==> config.mk <==
export PLATFORM = sky130hd
export DESIGN_NAME = cpu_system
export DESIGN_NICKNAME = d
export VERILOG_FILES = /design/src/verilog/mem_pkg.sv /design/src/verilog/isa_pkg.sv /design/src/verilog/cpu_system.sv /design/src/verilog/datapath.sv /design/src/verilog/memory_arbiter.sv /design/src/verilog/hazard_unit.sv /design/src/verilog/alu.sv /design/src/verilog/register_file.sv
export VERILOG_INCLUDE_DIRS = /design/src /design/src/verilog
export SDC_FILE = /design/constraint.sdc
export NUM_CORES = 2
export LEC_CHECK = 0
export BUFFER_PORTS_ARGS = -buffer_cell sky130_fd_sc_hd__buf_2
export CORE_ASPECT_RATIO = 1.25
export CORE_UTILIZATION = 40
export CTS_CLUSTER_DIAMETER = 40
export DETAILED_ROUTE_END_ITERATION = 10
export SLEW_MARGIN = 20
export SYNTH_ARGS = -nofsm -noshare
export SYNTH_HDL_FRONTEND = slang
export SYNTH_SLANG_ARGS = --single-unit
==> constraint.sdc <==
create_clock -name CLK -period 16.1 [get_ports CLK]
set_input_delay 3.22 -clock CLK [delete_from_list [all_inputs] [get_ports CLK]]
set_output_delay 3.22 -clock CLK [all_outputs]
set_load 0.05 [all_outputs]
==> src/verilog/cpu_consts.svh <==
// Processor-wide constants: word width, register count, reset PC, halt encoding
`ifndef CPU_CONSTS_SVH
`define CPU_CONSTS_SVH

// Data and address width in bits
`define WORD_W 32

// Architectural registers, register zero included
`define REG_COUNT 32

// Program counter after reset
`define PC_INIT 32'h0000_0000

// Instruction word that stops the processor
// Its opcode field reads as HALT in the decoder
`define HALT_WORD 32'hFFFF_FFFF

`endif
==> src/verilog/mem_pkg.sv <==
// Memory-port types: byte address and arbiter states
`include "cpu_consts.svh"

package mem_pkg;

  typedef logic [`WORD_W-1:0] addr_t;

  // IDLE sits one cycle between accesses
  typedef enum logic [1:0] {
    IDLE,
    IFETCH,
    DACCESS
  } arb_state_t;

endpackage

==> src/verilog/isa_pkg.sv <==
// Instruction-set types: data word, register index, opcodes, function codes, ALU ops, operand sources
`include "cpu_consts.svh"

package isa_pkg;

  typedef logic [`WORD_W-1:0] word_t;
  typedef logic [$clog2(`REG_COUNT)-1:0] regbits_t;

  // Major opcodes, instruction bits 31:26
  typedef enum logic [5:0] {
    RTYPE = 6'h00,
    J     = 6'h02,
    BEQ   = 6'h04,
    BNE   = 6'h05,
    ADDIU = 6'h09,
    ORI   = 6'h0D,
    LUI   = 6'h0F,
    LW    = 6'h23,
    SW    = 6'h2B,
    HALT  = 6'h3F
  } opcode_t;

  // R-type function field, bits 5:0
  typedef enum logic [5:0] {
    ADDU = 6'h21,
    SUBU = 6'h23,
    AND  = 6'h24,
    OR   = 6'h25,
    SLT  = 6'h2A
  } funct_t;

  // ALU operations, prefixed so they stay apart from opcode and funct names
  typedef enum logic [2:0] {
    ALU_ADD,
    ALU_SUB,
    ALU_AND,
    ALU_OR,
    ALU_SLT,
    ALU_LUI
  } alu_op_t;

  // Where an execute operand comes from
  typedef enum logic [1:0] {
    REGFILE,
    FROM_MEM,
    FROM_WB
  } fwd_sel_t;

endpackage

==> src/verilog/cpu_system.sv <==
// Processor top: datapath and memory arbiter on one external RAM port
`timescale 1ns/1ps

module cpu_system (
  input  logic           CLK,
  input  logic           nRST,
  output logic           ram_ren,
  output logic           ram_wen,
  output mem_pkg::addr_t ram_addr,
  output isa_pkg::word_t ram_store,
  input  isa_pkg::word_t ram_load,
  input  logic           ram_ready,
  output logic           halt
);
  import isa_pkg::*;
  import mem_pkg::*;

  // Instruction side
  logic  imem_ren, ihit;
  addr_t imem_addr;
  word_t imem_load;
  // Data side
  logic  dmem_ren, dmem_wen, dhit;
  addr_t dmem_addr;
  word_t dmem_store, dmem_load;

  datapath u_dp (
    .CLK        (CLK),
    .nRST       (nRST),
    .imem_ren   (imem_ren),
    .imem_addr  (imem_addr),
    .imem_load  (imem_load),
    .ihit       (ihit),
    .dmem_ren   (dmem_ren),
    .dmem_wen   (dmem_wen),
    .dmem_addr  (dmem_addr),
    .dmem_store (dmem_store),
    .dmem_load  (dmem_load),
    .dhit       (dhit),
    .halt       (halt)
  );

  memory_arbiter u_arb (
    .CLK        (CLK),
    .nRST       (nRST),
    .imem_ren   (imem_ren),
    .imem_addr  (imem_addr),
    .imem_load  (imem_load),
    .ihit       (ihit),
    .dmem_ren   (dmem_ren),
    .dmem_wen   (dmem_wen),
    .dmem_addr  (dmem_addr),
    .dmem_store (dmem_store),
    .dmem_load  (dmem_load),
    .dhit       (dhit),
    .ram_ren    (ram_ren),
    .ram_wen    (ram_wen),
    .ram_addr   (ram_addr),
    .ram_store  (ram_store),
    .ram_load   (ram_load),
    .ram_ready  (ram_ready)
  );

endmodule

==> src/verilog/datapath.sv <==
// Five-stage datapath with PC, stage registers, decoder, forwarding muxes, branch resolve, halt
`timescale 1ns/1ps
`include "cpu_consts.svh"

module datapath (
  input  logic           CLK,
  input  logic           nRST,
  output logic           imem_ren,
  output mem_pkg::addr_t imem_addr,
  input  isa_pkg::word_t imem_load,
  input  logic           ihit,
  output logic           dmem_ren,
  output logic           dmem_wen,
  output mem_pkg::addr_t dmem_addr,
  output isa_pkg::word_t dmem_store,
  input  isa_pkg::word_t dmem_load,
  input  logic           dhit,
  output logic           halt
);
  import isa_pkg::*;
  import mem_pkg::*;

  // Fetch and memory-wait bookkeeping
  addr_t    pc, pc_plus4;
  logic     i_done, d_done, mem_op, advance;
  word_t    ibuf, dbuf, fetched, load_word;
  // Fetch/decode
  word_t    ifid_instr;
  addr_t    ifid_npc;
  // Decode
  opcode_t  dc_op;
  funct_t   dc_fn;
  logic     dc_regwen, dc_memread, dc_memwrite, dc_alusrc;
  logic     dc_beq, dc_bne, dc_jump, dc_halt, dc_zext, dc_rw_rd;
  alu_op_t  dc_aluop;
  regbits_t dc_rs, dc_rt, dc_rw;
  word_t    dc_imm, rdat1, rdat2;
  // Decode/execute
  logic     idex_regwen, idex_memread, idex_memwrite, idex_alusrc;
  logic     idex_beq, idex_bne, idex_jump, idex_halt;
  alu_op_t  idex_aluop;
  regbits_t idex_rs, idex_rt, idex_rw;
  word_t    idex_rdat1, idex_rdat2, idex_imm;
  addr_t    idex_npc;
  logic [25:0] idex_jidx;
  // Execute
  fwd_sel_t fwd_a, fwd_b;
  word_t    opnd_a, opnd_b, alu_b, alu_out;
  logic     alu_zero, branch_taken, stall, flush;
  addr_t    target;
  // Execute/memory and memory/writeback
  logic     exmem_regwen, exmem_memread, exmem_memwrite, exmem_halt;
  regbits_t exmem_rw, memwb_rw;
  word_t    exmem_result, exmem_store, memwb_data;
  logic     memwb_regwen;

  // A completed half waits in its buffer for the other
  assign fetched   = i_done ? ibuf : imem_load;
  assign load_word = d_done ? dbuf : dmem_load;
  assign mem_op    = exmem_memread || exmem_memwrite;
  assign advance   = !halt && (ihit || i_done) && (!mem_op || dhit || d_done);
  assign pc_plus4  = pc + 32'd4;

  assign imem_ren   = !halt && !i_done;
  assign imem_addr  = pc;
  assign dmem_ren   = !halt && !d_done && exmem_memread;
  assign dmem_wen   = !halt && !d_done && exmem_memwrite;
  assign dmem_addr  = exmem_result;
  assign dmem_store = exmem_store;

  always_ff @(posedge CLK, negedge nRST) begin
    if (!nRST) begin
      pc     <= `PC_INIT;
      i_done <= 1'b0;
      d_done <= 1'b0;
      halt   <= 1'b0;
    end else begin
      if (advance) begin
        if (flush) begin
          pc <= target;
        end else if (!stall) begin
          pc <= pc_plus4;
        end
        // On a stall the fetched word is kept for the repeat
        i_done <= stall;
        d_done <= 1'b0;
        if (exmem_halt) begin
          halt <= 1'b1;
        end
      end else begin
        if (ihit) i_done <= 1'b1;
        if (dhit) d_done <= 1'b1;
      end
    end
  end

  always_ff @(posedge CLK) begin
    if (ihit) ibuf <= imem_load;
    if (dhit) dbuf <= dmem_load;
  end

  // Fetch/decode register holds all zeros as a bubble
  always_ff @(posedge CLK, negedge nRST) begin
    if (!nRST) begin
      ifid_instr <= '0;
    end else if (advance && flush) begin
      ifid_instr <= '0;
    end else if (advance && !stall) begin
      ifid_instr <= fetched;
    end
  end

  always_ff @(posedge CLK) begin
    if (advance && !stall) ifid_npc <= pc_plus4;
  end

  assign dc_rs  = ifid_instr[25:21];
  assign dc_rt  = ifid_instr[20:16];
  assign dc_rw  = dc_rw_rd ? ifid_instr[15:11] : dc_rt;
  assign dc_imm = dc_zext ? {16'h0000, ifid_instr[15:0]}
                          : {{16{ifid_instr[15]}}, ifid_instr[15:0]};

  always_comb begin
    dc_op       = opcode_t'(ifid_instr[31:26]);
    dc_fn       = funct_t'(ifid_instr[5:0]);
    dc_regwen   = 1'b0;
    dc_memread  = 1'b0;
    dc_memwrite = 1'b0;
    dc_alusrc   = 1'b0;
    dc_beq      = 1'b0;
    dc_bne      = 1'b0;
    dc_jump     = 1'b0;
    dc_halt     = 1'b0;
    dc_zext     = 1'b0;
    dc_rw_rd    = 1'b0;
    dc_aluop    = ALU_ADD;
    case (dc_op)
      RTYPE: begin
        dc_rw_rd  = 1'b1;
        dc_regwen = 1'b1;
        case (dc_fn)
          ADDU:    dc_aluop = ALU_ADD;
          SUBU:    dc_aluop = ALU_SUB;
          AND:     dc_aluop = ALU_AND;
          OR:      dc_aluop = ALU_OR;
          SLT:     dc_aluop = ALU_SLT;
          // Unknown funct, including the bubble word, does nothing
          default: dc_regwen = 1'b0;
        endcase
      end
      ADDIU: begin
        dc_regwen = 1'b1;
        dc_alusrc = 1'b1;
      end
      ORI: begin
        dc_regwen = 1'b1;
        dc_alusrc = 1'b1;
        dc_zext   = 1'b1;
        dc_aluop  = ALU_OR;
      end
      LUI: begin
        dc_regwen = 1'b1;
        dc_alusrc = 1'b1;
        dc_aluop  = ALU_LUI;
      end
      LW: begin
        dc_regwen  = 1'b1;
        dc_alusrc  = 1'b1;
        dc_memread = 1'b1;
      end
      SW: begin
        dc_alusrc   = 1'b1;
        dc_memwrite = 1'b1;
      end
      BEQ: begin
        dc_beq   = 1'b1;
        dc_aluop = ALU_SUB;
      end
      BNE: begin
        dc_bne   = 1'b1;
        dc_aluop = ALU_SUB;
      end
      J:       dc_jump = 1'b1;
      HALT:    dc_halt = (ifid_instr == `HALT_WORD);
      default: dc_regwen = 1'b0;
    endcase
  end

  register_file u_regs (
    .CLK   (CLK),
    .nRST  (nRST),
    .wen   (memwb_regwen),
    .wsel  (memwb_rw),
    .wdat  (memwb_data),
    .rsel1 (dc_rs),
    .rsel2 (dc_rt),
    .rdat1 (rdat1),
    .rdat2 (rdat2)
  );

  // Decode/execute register takes a bubble on a stall or flush
  always_ff @(posedge CLK, negedge nRST) begin
    if (!nRST) begin
      {idex_regwen, idex_memread, idex_memwrite, idex_alusrc} <= '0;
      {idex_beq, idex_bne, idex_jump, idex_halt} <= '0;
      idex_aluop <= ALU_ADD;
      {idex_rs, idex_rt, idex_rw} <= '0;
    end else if (advance && (stall || flush)) begin
      {idex_regwen, idex_memread, idex_memwrite, idex_alusrc} <= '0;
      {idex_beq, idex_bne, idex_jump, idex_halt} <= '0;
      idex_aluop <= ALU_ADD;
      {idex_rs, idex_rt, idex_rw} <= '0;
    end else if (advance) begin
      {idex_regwen, idex_memread, idex_memwrite, idex_alusrc} <=
        {dc_regwen, dc_memread, dc_memwrite, dc_alusrc};
      {idex_beq, idex_bne, idex_jump, idex_halt} <= {dc_beq, dc_bne, dc_jump, dc_halt};
      idex_aluop <= dc_aluop;
      {idex_rs, idex_rt, idex_rw} <= {dc_rs, dc_rt, dc_rw};
    end
  end

  always_ff @(posedge CLK) begin
    if (advance) begin
      idex_rdat1 <= rdat1;
      idex_rdat2 <= rdat2;
      idex_imm   <= dc_imm;
      idex_npc   <= ifid_npc;
      idex_jidx  <= ifid_instr[25:0];
    end
  end

  hazard_unit u_hazard (
    .rs_dc        (dc_rs),
    .rt_dc        (dc_rt),
    .rs_ex        (idex_rs),
    .rt_ex        (idex_rt),
    .rw_mem       (exmem_rw),
    .rw_wb        (memwb_rw),
    .regwen_mem   (exmem_regwen),
    .regwen_wb    (memwb_regwen),
    .memread_ex   (idex_memread),
    .branch_taken (branch_taken),
    .fwd_a        (fwd_a),
    .fwd_b        (fwd_b),
    .stall        (stall),
    .flush        (flush)
  );

  always_comb begin
    case (fwd_a)
      FROM_MEM: opnd_a = exmem_result;
      FROM_WB:  opnd_a = memwb_data;
      default:  opnd_a = idex_rdat1;
    endcase
    case (fwd_b)
      FROM_MEM: opnd_b = exmem_result;
      FROM_WB:  opnd_b = memwb_data;
      default:  opnd_b = idex_rdat2;
    endcase
  end

  // Forwarded rt is also the store data
  assign alu_b = idex_alusrc ? idex_imm : opnd_b;

  alu u_alu (
    .op     (idex_aluop),
    .port_a (opnd_a),
    .port_b (alu_b),
    .result (alu_out),
    .zero   (alu_zero)
  );

  assign branch_taken = idex_jump || (idex_beq && alu_zero) || (idex_bne && !alu_zero);
  assign target = idex_jump ? {idex_npc[31:28], idex_jidx, 2'b00}
                            : idex_npc + {idex_imm[29:0], 2'b00};

  always_ff @(posedge CLK, negedge nRST) begin
    if (!nRST) begin
      {exmem_regwen, exmem_memread, exmem_memwrite, exmem_halt} <= '0;
      exmem_rw     <= '0;
      memwb_regwen <= 1'b0;
      memwb_rw     <= '0;
    end else if (advance) begin
      {exmem_regwen, exmem_memread, exmem_memwrite, exmem_halt} <=
        {idex_regwen, idex_memread, idex_memwrite, idex_halt};
      exmem_rw     <= idex_rw;
      memwb_regwen <= exmem_regwen;
      memwb_rw     <= exmem_rw;
    end
  end

  always_ff @(posedge CLK) begin
    if (advance) begin
      exmem_result <= alu_out;
      exmem_store  <= opnd_b;
      memwb_data   <= exmem_memread ? load_word : exmem_result;
    end
  end

endmodule

==> src/verilog/memory_arbiter.sv <==
// Memory arbiter: one RAM port shared by fetch and data, data first, no preemption
`timescale 1ns/1ps

module memory_arbiter (
  input  logic             CLK,
  input  logic             nRST,
  input  logic             imem_ren,
  input  mem_pkg::addr_t   imem_addr,
  output isa_pkg::word_t   imem_load,
  output logic             ihit,
  input  logic             dmem_ren,
  input  logic             dmem_wen,
  input  mem_pkg::addr_t   dmem_addr,
  input  isa_pkg::word_t   dmem_store,
  output isa_pkg::word_t   dmem_load,
  output logic             dhit,
  output logic             ram_ren,
  output logic             ram_wen,
  output mem_pkg::addr_t   ram_addr,
  output isa_pkg::word_t   ram_store,
  input  isa_pkg::word_t   ram_load,
  input  logic             ram_ready
);
  import isa_pkg::*;
  import mem_pkg::*;

  arb_state_t state, next_state;
  logic       lat_ren, lat_wen;
  addr_t      lat_addr;
  word_t      lat_store;
  logic       data_req, busy;

  assign data_req = dmem_ren || dmem_wen;
  assign busy     = (state != IDLE);

  always_comb begin
    next_state = state;
    case (state)
      IDLE: begin
        if (data_req) begin
          next_state = DACCESS;
        end else if (imem_ren) begin
          next_state = IFETCH;
        end
      end
      // Hold until the memory answers, then rest in IDLE
      IFETCH, DACCESS: begin
        if (ram_ready) begin
          next_state = IDLE;
        end
      end
      default: next_state = IDLE;
    endcase
  end

  always_ff @(posedge CLK, negedge nRST) begin
    if (!nRST) begin
      state   <= IDLE;
      lat_ren <= 1'b0;
      lat_wen <= 1'b0;
    end else begin
      state <= next_state;
      if (state == IDLE && data_req) begin
        lat_ren <= dmem_ren;
        lat_wen <= dmem_wen;
      end else if (state == IDLE && imem_ren) begin
        lat_ren <= 1'b1;
        lat_wen <= 1'b0;
      end
    end
  end

  // Address and store word captured with the grant
  always_ff @(posedge CLK) begin
    if (state == IDLE && data_req) begin
      lat_addr  <= dmem_addr;
      lat_store <= dmem_store;
    end else if (state == IDLE && imem_ren) begin
      lat_addr <= imem_addr;
    end
  end

  assign ram_ren   = busy && lat_ren;
  assign ram_wen   = busy && lat_wen;
  assign ram_addr  = lat_addr;
  assign ram_store = lat_store;

  // Completion goes only to the owner
  assign ihit      = (state == IFETCH) && ram_ready;
  assign dhit      = (state == DACCESS) && ram_ready;
  assign imem_load = ram_load;
  assign dmem_load = ram_load;

endmodule

==> src/verilog/hazard_unit.sv <==
// Hazard unit: operand forwarding selects, load-use stall, branch flush
`timescale 1ns/1ps

module hazard_unit (
  input  isa_pkg::regbits_t rs_dc,
  input  isa_pkg::regbits_t rt_dc,
  input  isa_pkg::regbits_t rs_ex,
  input  isa_pkg::regbits_t rt_ex,
  input  isa_pkg::regbits_t rw_mem,
  input  isa_pkg::regbits_t rw_wb,
  input  logic              regwen_mem,
  input  logic              regwen_wb,
  input  logic              memread_ex,
  input  logic              branch_taken,
  output isa_pkg::fwd_sel_t fwd_a,
  output isa_pkg::fwd_sel_t fwd_b,
  output logic              stall,
  output logic              flush
);
  import isa_pkg::*;

  // Youngest producer wins; register zero is never forwarded
  function automatic fwd_sel_t pick_src(input regbits_t src, input regbits_t rw_m,
                                        input logic wen_m, input regbits_t rw_w,
                                        input logic wen_w);
    if (wen_m && rw_m != '0 && rw_m == src) begin
      return FROM_MEM;
    end else if (wen_w && rw_w != '0 && rw_w == src) begin
      return FROM_WB;
    end
    return REGFILE;
  endfunction

  always_comb begin
    fwd_a = pick_src(rs_ex, rw_mem, regwen_mem, rw_wb, regwen_wb);
    fwd_b = pick_src(rt_ex, rw_mem, regwen_mem, rw_wb, regwen_wb);
  end

  // Load result is not ready until it leaves memory
  assign stall = memread_ex && (rt_ex != '0) && (rt_ex == rs_dc || rt_ex == rt_dc);

  // Predicted not taken, so a taken branch or jump kills fetch and decode
  assign flush = branch_taken;

endmodule

==> src/verilog/alu.sv <==
// Combinational ALU with zero flag for branch compare
`timescale 1ns/1ps

module alu (
  input  isa_pkg::alu_op_t op,
  input  isa_pkg::word_t   port_a,
  input  isa_pkg::word_t   port_b,
  output isa_pkg::word_t   result,
  output logic             zero
);
  import isa_pkg::*;

  always_comb begin
    case (op)
      ALU_ADD: result = port_a + port_b;
      ALU_SUB: result = port_a - port_b;
      ALU_AND: result = port_a & port_b;
      ALU_OR:  result = port_a | port_b;
      // Signed compare gives 0 or 1
      ALU_SLT: result = word_t'($signed(port_a) < $signed(port_b));
      // Immediate goes to the upper half
      ALU_LUI: result = {port_b[15:0], 16'h0000};
      default: result = '0;
    endcase
  end

  // BEQ and BNE run as a subtract
  assign zero = (result == '0);

endmodule

==> src/verilog/register_file.sv <==
// Register file with register zero tied to zero and write-before-read bypass
`timescale 1ns/1ps
`include "cpu_consts.svh"

module register_file (
  input  logic             CLK,
  input  logic             nRST,
  input  logic             wen,
  input  isa_pkg::regbits_t wsel,
  input  isa_pkg::word_t   wdat,
  input  isa_pkg::regbits_t rsel1,
  input  isa_pkg::regbits_t rsel2,
  output isa_pkg::word_t   rdat1,
  output isa_pkg::word_t   rdat2
);
  import isa_pkg::*;

  word_t regs [`REG_COUNT];
  logic  wr_live;

  // Register zero never takes a write
  assign wr_live = wen && (wsel != '0);

  always_ff @(posedge CLK, negedge nRST) begin
    if (!nRST) begin
      regs <= '{default: '0};
    end else if (wr_live) begin
      regs[wsel] <= wdat;
    end
  end

  // Same-cycle write shows up on the read ports
  assign rdat1 = (wr_live && wsel == rsel1) ? wdat : regs[rsel1];
  assign rdat2 = (wr_live && wsel == rsel2) ? wdat : regs[rsel2];

endmodule

* After elaboration in Yosys (flattened, before gate mapping)
Index checks and enable logic that the tools add are counted.
** Storage, ports and cells
- Output and inout port bits :: 67
- Bits of input ports :: 35
- Bits in registers :: 1531
** Operators by class
- Mux-type cells :: 85
- Reduce and logical (&&, ||, !) cells :: 64
- Add/sub/neg operators :: 4
- Magnitude comparators :: 5
- Bitwise operators :: 5
- Eq/ne operators :: 37
** Operator list (count)
- $bwmux W1024 :: 1
- $mux W32 :: 18
- $bmux W32 S5 :: 2
- $pmux W32 S6 :: 1
- $demux W32 S5 :: 1
- $pmux W32 S2 :: 2
- $add A32 B32 Y32 :: 2
- $eq A6 B6 Y1 const B :: 8
- $eq A5 B5 Y1 :: 8
- $mux W1 :: 38
- $mux W5 :: 7
- $add A32 B3 Y32 const B :: 1
- $and A32 B32 Y32 :: 1
- $eq A32 B32 Y1 const B :: 1
- $logic_not A32 Y1 :: 1
- $lt A32 B32 Y1 :: 1
- $or A32 B32 Y32 :: 1
- $sub A32 B32 Y32 :: 1
- $logic_and A1 B1 Y1 :: 28
- $pmux W3 S4 :: 2
- $eq A6 B4 Y1 const B :: 3
- $ge A6 B6 Y1 const B :: 3
- $mux W2 :: 9
- $not A5 Y6 :: 3
- 24 further kinds :: 57

* Depth between registers and ports, before layout
- Depth after elaboration :: 18
- Depth in mapped cells :: 29
- Gate-level depth less buffers :: 23

* Modules after synthesis
Synthesis repeated with hierarchy kept, for this count alone.
** Unflattened totals
- Cell total of the unflattened synthesis :: 6149
- Area total of the unflattened synthesis :: 81555.7 sq um
** Modules (own cells, without submodules)
- register_file :: area an instance 53397.5 sq um, instances 1, cells an instance 3506
- datapath :: area an instance 19153.4 sq um, instances 1, cells an instance 1571
- alu :: area an instance 5484.0 sq um, instances 1, cells an instance 824
- memory_arbiter :: area an instance 3090.5 sq um, instances 1, cells an instance 193
- hazard_unit :: area an instance 430.4 sq um, instances 1, cells an instance 55

* Worst setup path before layout
OpenSTA, ideal clock, no wires.
- Kind :: input port to flip-flop
- Start :: input ram_ready
- End :: register u_dp.idex_jump
- Path slack :: 4.463 ns
- Arrival :: 11.184 ns
- Library setup time :: 0.453 ns
- Stages :: 7
- Data required time :: 15.647 ns
- Path through :: and2_1 > nor2_1 > nor2_1 > nand2_1 > clkinv_1 > clkbuf_1 > o32ai_1
** On the way
- Word-level cells in the longest chain between the ends :: 6
** Ends and longest elaborated chain
- from (decl) :: line cpu_system.sv:12 : input logic ram_ready,
- $logic_and A1 B1 Y1, on equally long branches :: line memory_arbiter.sv:89, memory_arbiter.sv:90
- $logic_or A1 B1 Y1 :: line datapath.sv:61 : assign advance = !halt && (ihit || i_done) && (!mem_op || dhit || d_done);
- $logic_and A1 B1 Y1 or $logic_or A1 B1 Y1 (tied branches) :: line datapath.sv:61
- $logic_and A1 B1 Y1 (*) :: line datapath.sv:61
- named net u_dp.advance :: line datapath.sv:25 : logic i_done, d_done, mem_op, advance;
- $logic_and A1 B1 Y1 :: line datapath.sv:208 : end else if (advance && (stall || flush)) begin
- $mux W1 or $reduce_bool A2 Y1 (tied branches)
- to (signal assigned) :: line datapath.sv:216 : {idex_beq, idex_bne, idex_jump, idex_halt} <= {dc_beq, dc_bne, dc_jump, dc_halt};
- to (decl) :: line datapath.sv:40 : logic idex_beq, idex_bne, idex_jump, idex_halt;
The timed path passes the listed nets; every way through them passes the cells marked *.
A chain may end at the register's enable or synchronous reset.

* Worst setup path after layout
- Start :: register u_dp.memwb_rw[3]
- End :: register u_dp.idex_halt
** On the way
- Word-level cells in the longest chain between the ends :: 18
** Ends and longest elaborated chain
- from (decl) :: line datapath.sv:53 : regbits_t exmem_rw, memwb_rw;
- from (signal assigned) :: line datapath.sv:288 : memwb_rw <= exmem_rw;
- $reduce_bool A5 Y1 :: line hazard_unit.sv:28 : end else if (wen_w && rw_w != '0 && rw_w == src) begin
- $logic_and A1 B1 Y1 :: line hazard_unit.sv:28
- $logic_and A1 B1 Y1 (*) :: line hazard_unit.sv:28
- $mux W1 (*) :: line hazard_unit.sv:28
- $mux W1 (*) :: line hazard_unit.sv:26 : if (wen_m && rw_m != '0 && rw_m == src) begin
- $mux W2 (*) :: line hazard_unit.sv:31 : return REGFILE;
- $eq A2 B2 Y1 or $eq A2 B1 Y1 (tied branches) :: line datapath.sv:255 : case (fwd_b)
- $pmux W32 S2 (*) :: line datapath.sv:255
- named net u_dp.opnd_b[10] :: line datapath.sv:48 : word_t opnd_a, opnd_b, alu_b, alu_out;
- (+3 left out)
- named net u_dp.alu_out[0] :: line datapath.sv:48
- $logic_not A32 Y1 (*) :: line alu.sv:28 : assign zero = (result == '0);
- $logic_and A1 B1 Y1 or $logic_not A1 Y1 (tied branches) :: line datapath.sv:273 : assign branch_taken = idex_jump || (idex_beq && alu_zero) || (idex_bne && !alu_zero);
- $logic_or A1 B1 Y1 or $logic_and A1 B1 Y1 (tied branches) :: line datapath.sv:273
- $logic_or A1 B1 Y1 (*) :: line datapath.sv:273
- $logic_or A1 B1 Y1 (*) :: line datapath.sv:208
- $logic_and A1 B1 Y1 (*) :: line datapath.sv:208
- $mux W1 or $reduce_bool A2 Y1 (tied branches)
- to (signal assigned) :: line datapath.sv:216
- to (decl) :: line datapath.sv:40
Marks and branches as above.

==> results.ini <==
[floorplanning]
die_w_um = 406
initial_core_util_pct = 40.2
die_area_um2 = 206000
die_y_um = 507
rows = 185
coreArea_um2 = 203000
ios = 102

[logic_synthesis]
syn_inst = 5833
yosysWarnings = 0
synth-edff-count = 379
seq_area_frac_synth_pct = 48.7
synth-async-reset-ratio_pct = 75.0
syn_avg_cell_area_um2 = 14.0
synth_ff_type = dfrtp_1
ys_types = 100
syn-cell-area_um2 = 81700
synth_fp_nets = 6000
ys_ff_latch = 1515

[sta]
fin_ws_ns = 6.83
fin_hold_ws_ns = 0.392
period_share_pct = 57.6
worst_slew_pin_slew_ns = 1.18
max_freq_ghz = 0.108
setup_viol = 0
fin_tns_setup_ns = 0
rsz0062_at_grt = false
finClkSkew_ns = 0.0229
slew_viol_final = 0
relSlewSlack_pct = 21.3
finalHoldViolCount = 0
fin_crit_ns = 9.27

[detailed_routing]
wl_um = 265000
final_antenna_net_count = 0
vias_per_cell = 6.08
drt-pass1-iter-count = 6
initialDrtViolationCount = 4750
vias = 52200
drc_errors = 0
wire_per_inst_um = 30.9

[global_route]
grt_overflow_total = 0
antenna_found_initial = 18
grt_pass1_vias = 53600
grt_pass1_wl_um = 386000
track_usage_pct = 25.8
grt_max_degree = 190

[clocking]
clk_pin_slew_ns = 0.06
cts_setup_buffers = 0
ctsResizeCount = 0
numCtsBuffers = 182
cts-hold-fix-buffers = 0
clkSinkCount = 1515
clk_latency_ns = 0.83
clk_root_buffer_cell = clkbuf_16
cts_tree = done
cts_max_path_buffers = 3
htree_levels = 4

[worst_setup_path]
rr_worst_depth = 25
reg2reg_from = u_dp.memwb_rw[3]$_DFFE_PN0P_
crit_type = reg -> reg
worst_setup_path_start_kind = flop
crit_path_end_kind = flop
cp_common_cell = buf_4
crit_path_top_delay_cell = nor3_2
critical_path.max_stage_delay_ns = 0.79
worstPathArrival_ns = 10.03
cp.required_ns = 16.86
r2r_slack_ns = 6.83
worstReg2RegEnd = u_dp.idex_halt$_DFFE_PN0P_
crit_path_max_fanout = 44

[power_and_ir_drop]
p_leak_uw = 0.0391
ir_worst_vdd_uv = 161
p_per_area_nw_per_um2 = 199

[outcome]
status = complete, no violations

[placed_design]
detailedPlace.worstSlack_ns = 6.94
io_buffer_count = 101
place_congestion = 0.951
dpl.hpwl_um = 163000

[finish]
final_cell_mix = 1123 x dfrtp_1, 1032 x mux2_2, 642 x mux4_2
layout.cells.most_common = dfrtp_1
finalNetCount = 5877
fin_util_pct = 45.0
layout-drive-gt1-share_pct = 39.5
area_growth_pct = 12.0

[worst_hold_path]
hp-class = reg -> reg
worstHoldStart = u_dp.u_regs.regs[1009]$_DFFE_PN0P_
min_to = u_dp.u_regs.regs[1009]$_DFFE_PN0P_
hold_depth = 0

[job]
maxCapViolations = 0

[worst max path at each step]
stage                                             from                          to  cells after the start
after floorplan                              ram_ready  u_dp.idex_jump$_DFFE_PN0P_                      7
after global placement    u_dp.memwb_rw[3]$_DFFE_PN0P_   u_dp.idex_bne$_DFFE_PN0P_                     25
after detailed placement  u_dp.memwb_rw[3]$_DFFE_PN0P_  u_dp.idex_halt$_DFFE_PN0P_                     25
after CTS                 u_dp.memwb_rw[3]$_DFFE_PN0P_   u_dp.idex_bne$_DFFE_PN0P_                     25
after global routing      u_dp.memwb_rw[3]$_DFFE_PN0P_   u_dp.idex_bne$_DFFE_PN0P_                     25
final                     u_dp.memwb_rw[3]$_DFFE_PN0P_  u_dp.idex_halt$_DFFE_PN0P_                     25
[cell type report]
| class | instances | area [um^2] |
|---|---|---|
| inverters | 126 | 480 |
| flip-flops and latches | 1515 | 39800 |
| repair buffers | 229 | 1710 |
| well taps | 2711 | 3390 |
| clock buffers | 234 | 5110 |
| diodes | 8 | 20.0 |
| multi-input cells | 3656 | 39600 |
| fillers | 18100 | 112000 |
| clock inverters | 104 | 1360 |
[Yosys cell counts, types with 121 or more instances]
| cell | instances | share of area (%) |
|---|---|---|
| mux4_2 | 642 | 18 |
| a21oi_1 | 134 | 0.82 |
| clkbuf_1 | 338 | 1.6 |
| dfrtp_1 | 1136 | 35 |
| ha_1 | 129 | 2.0 |
| inv_1 | 121 | 0.56 |
| nand2_1 | 361 | 1.7 |
| buf_1 | 167 | 0.77 |
| mux2i_1 | 229 | 2.8 |
| o21ai_0 | 254 | 1.6 |
| edfxtp_1 | 379 | 14 |
| mux2_2 | 1032 | 14 |
| nor2_1 | 160 | 0.73 |
[critical path: cells and delay by family (launching register included)]
family	cells	cell delay, ns
muxes	2	1.05
and+or+nand+nor	10	3.31
buffers and inverters	4	1.21
adders and majority gates	1	0.47
DFF	1	0.66
AOI/OAI and AO/OA	8	2.43
[kinds of logic after synthesis]
group	synth area share, %
compound gates	5.52
simple gates	4.51
flops	48.7
buf+inv	3.14
mux	34.7
xor+xnor	1.35
fa+ha+maj	2.05
[stage by stage]
step           power, uW  instances  instance area (um^2)
5_1_grt            19000       8576                 91500
4_1_cts            18200       8569                 91400
3_5_place_dp       13800       8231                 84900
3_3_place_gp       13700       8224                 84800
2_1_floorplan      11100       5833                 81700
6_report           18200       8583                 91500
[per-layer routing]
| layer | vias to the layer above | track usage [%] | wire length (um) | share of wire, % |
|---|---|---|---|---|
| met4 | 20 | 12.8 | 14700 | 5.6 |
| met1 | 27800 | 32.5 | 105000 | 40 |
| met5 | - | 0 | 143 | 0.054 |
| met2 | 1780 | 42.9 | 130000 | 49 |
| met3 | 582 | 4.48 | 14800 | 5.6 |
| li1 | 22000 | - | - | - |
[registers in the layout, indices dropped and copies added (netlist names), 26 cells and up]
signal,flops
u_dp.ifid_npc,32
u_dp.dmem_store,32
u_arb.ram_store,32
u_dp.idex_jidx,26
u_dp.idex_npc,32
u_dp.ifid_instr,32
u_dp.dbuf,32
u_dp.memwb_data,32
u_dp.idex_rdat1,32
u_arb.ram_addr,32
u_dp.dmem_addr,32
u_dp.imem_addr,32
u_dp.idex_rdat2,32
u_dp.u_regs.regs,1024
u_dp.ibuf,32
[report_power, final]
group | internal, uW | total [uW] | switching, uW | leakage, uW
registers | 5050 | 6130 | 1080 | 0.0193
clock network | 2620 | 4390 | 1770 | 0.00312
logic | 2930 | 7700 | 4770 | 0.0167
Note: power is estimated with default switching activity, not from simulation.
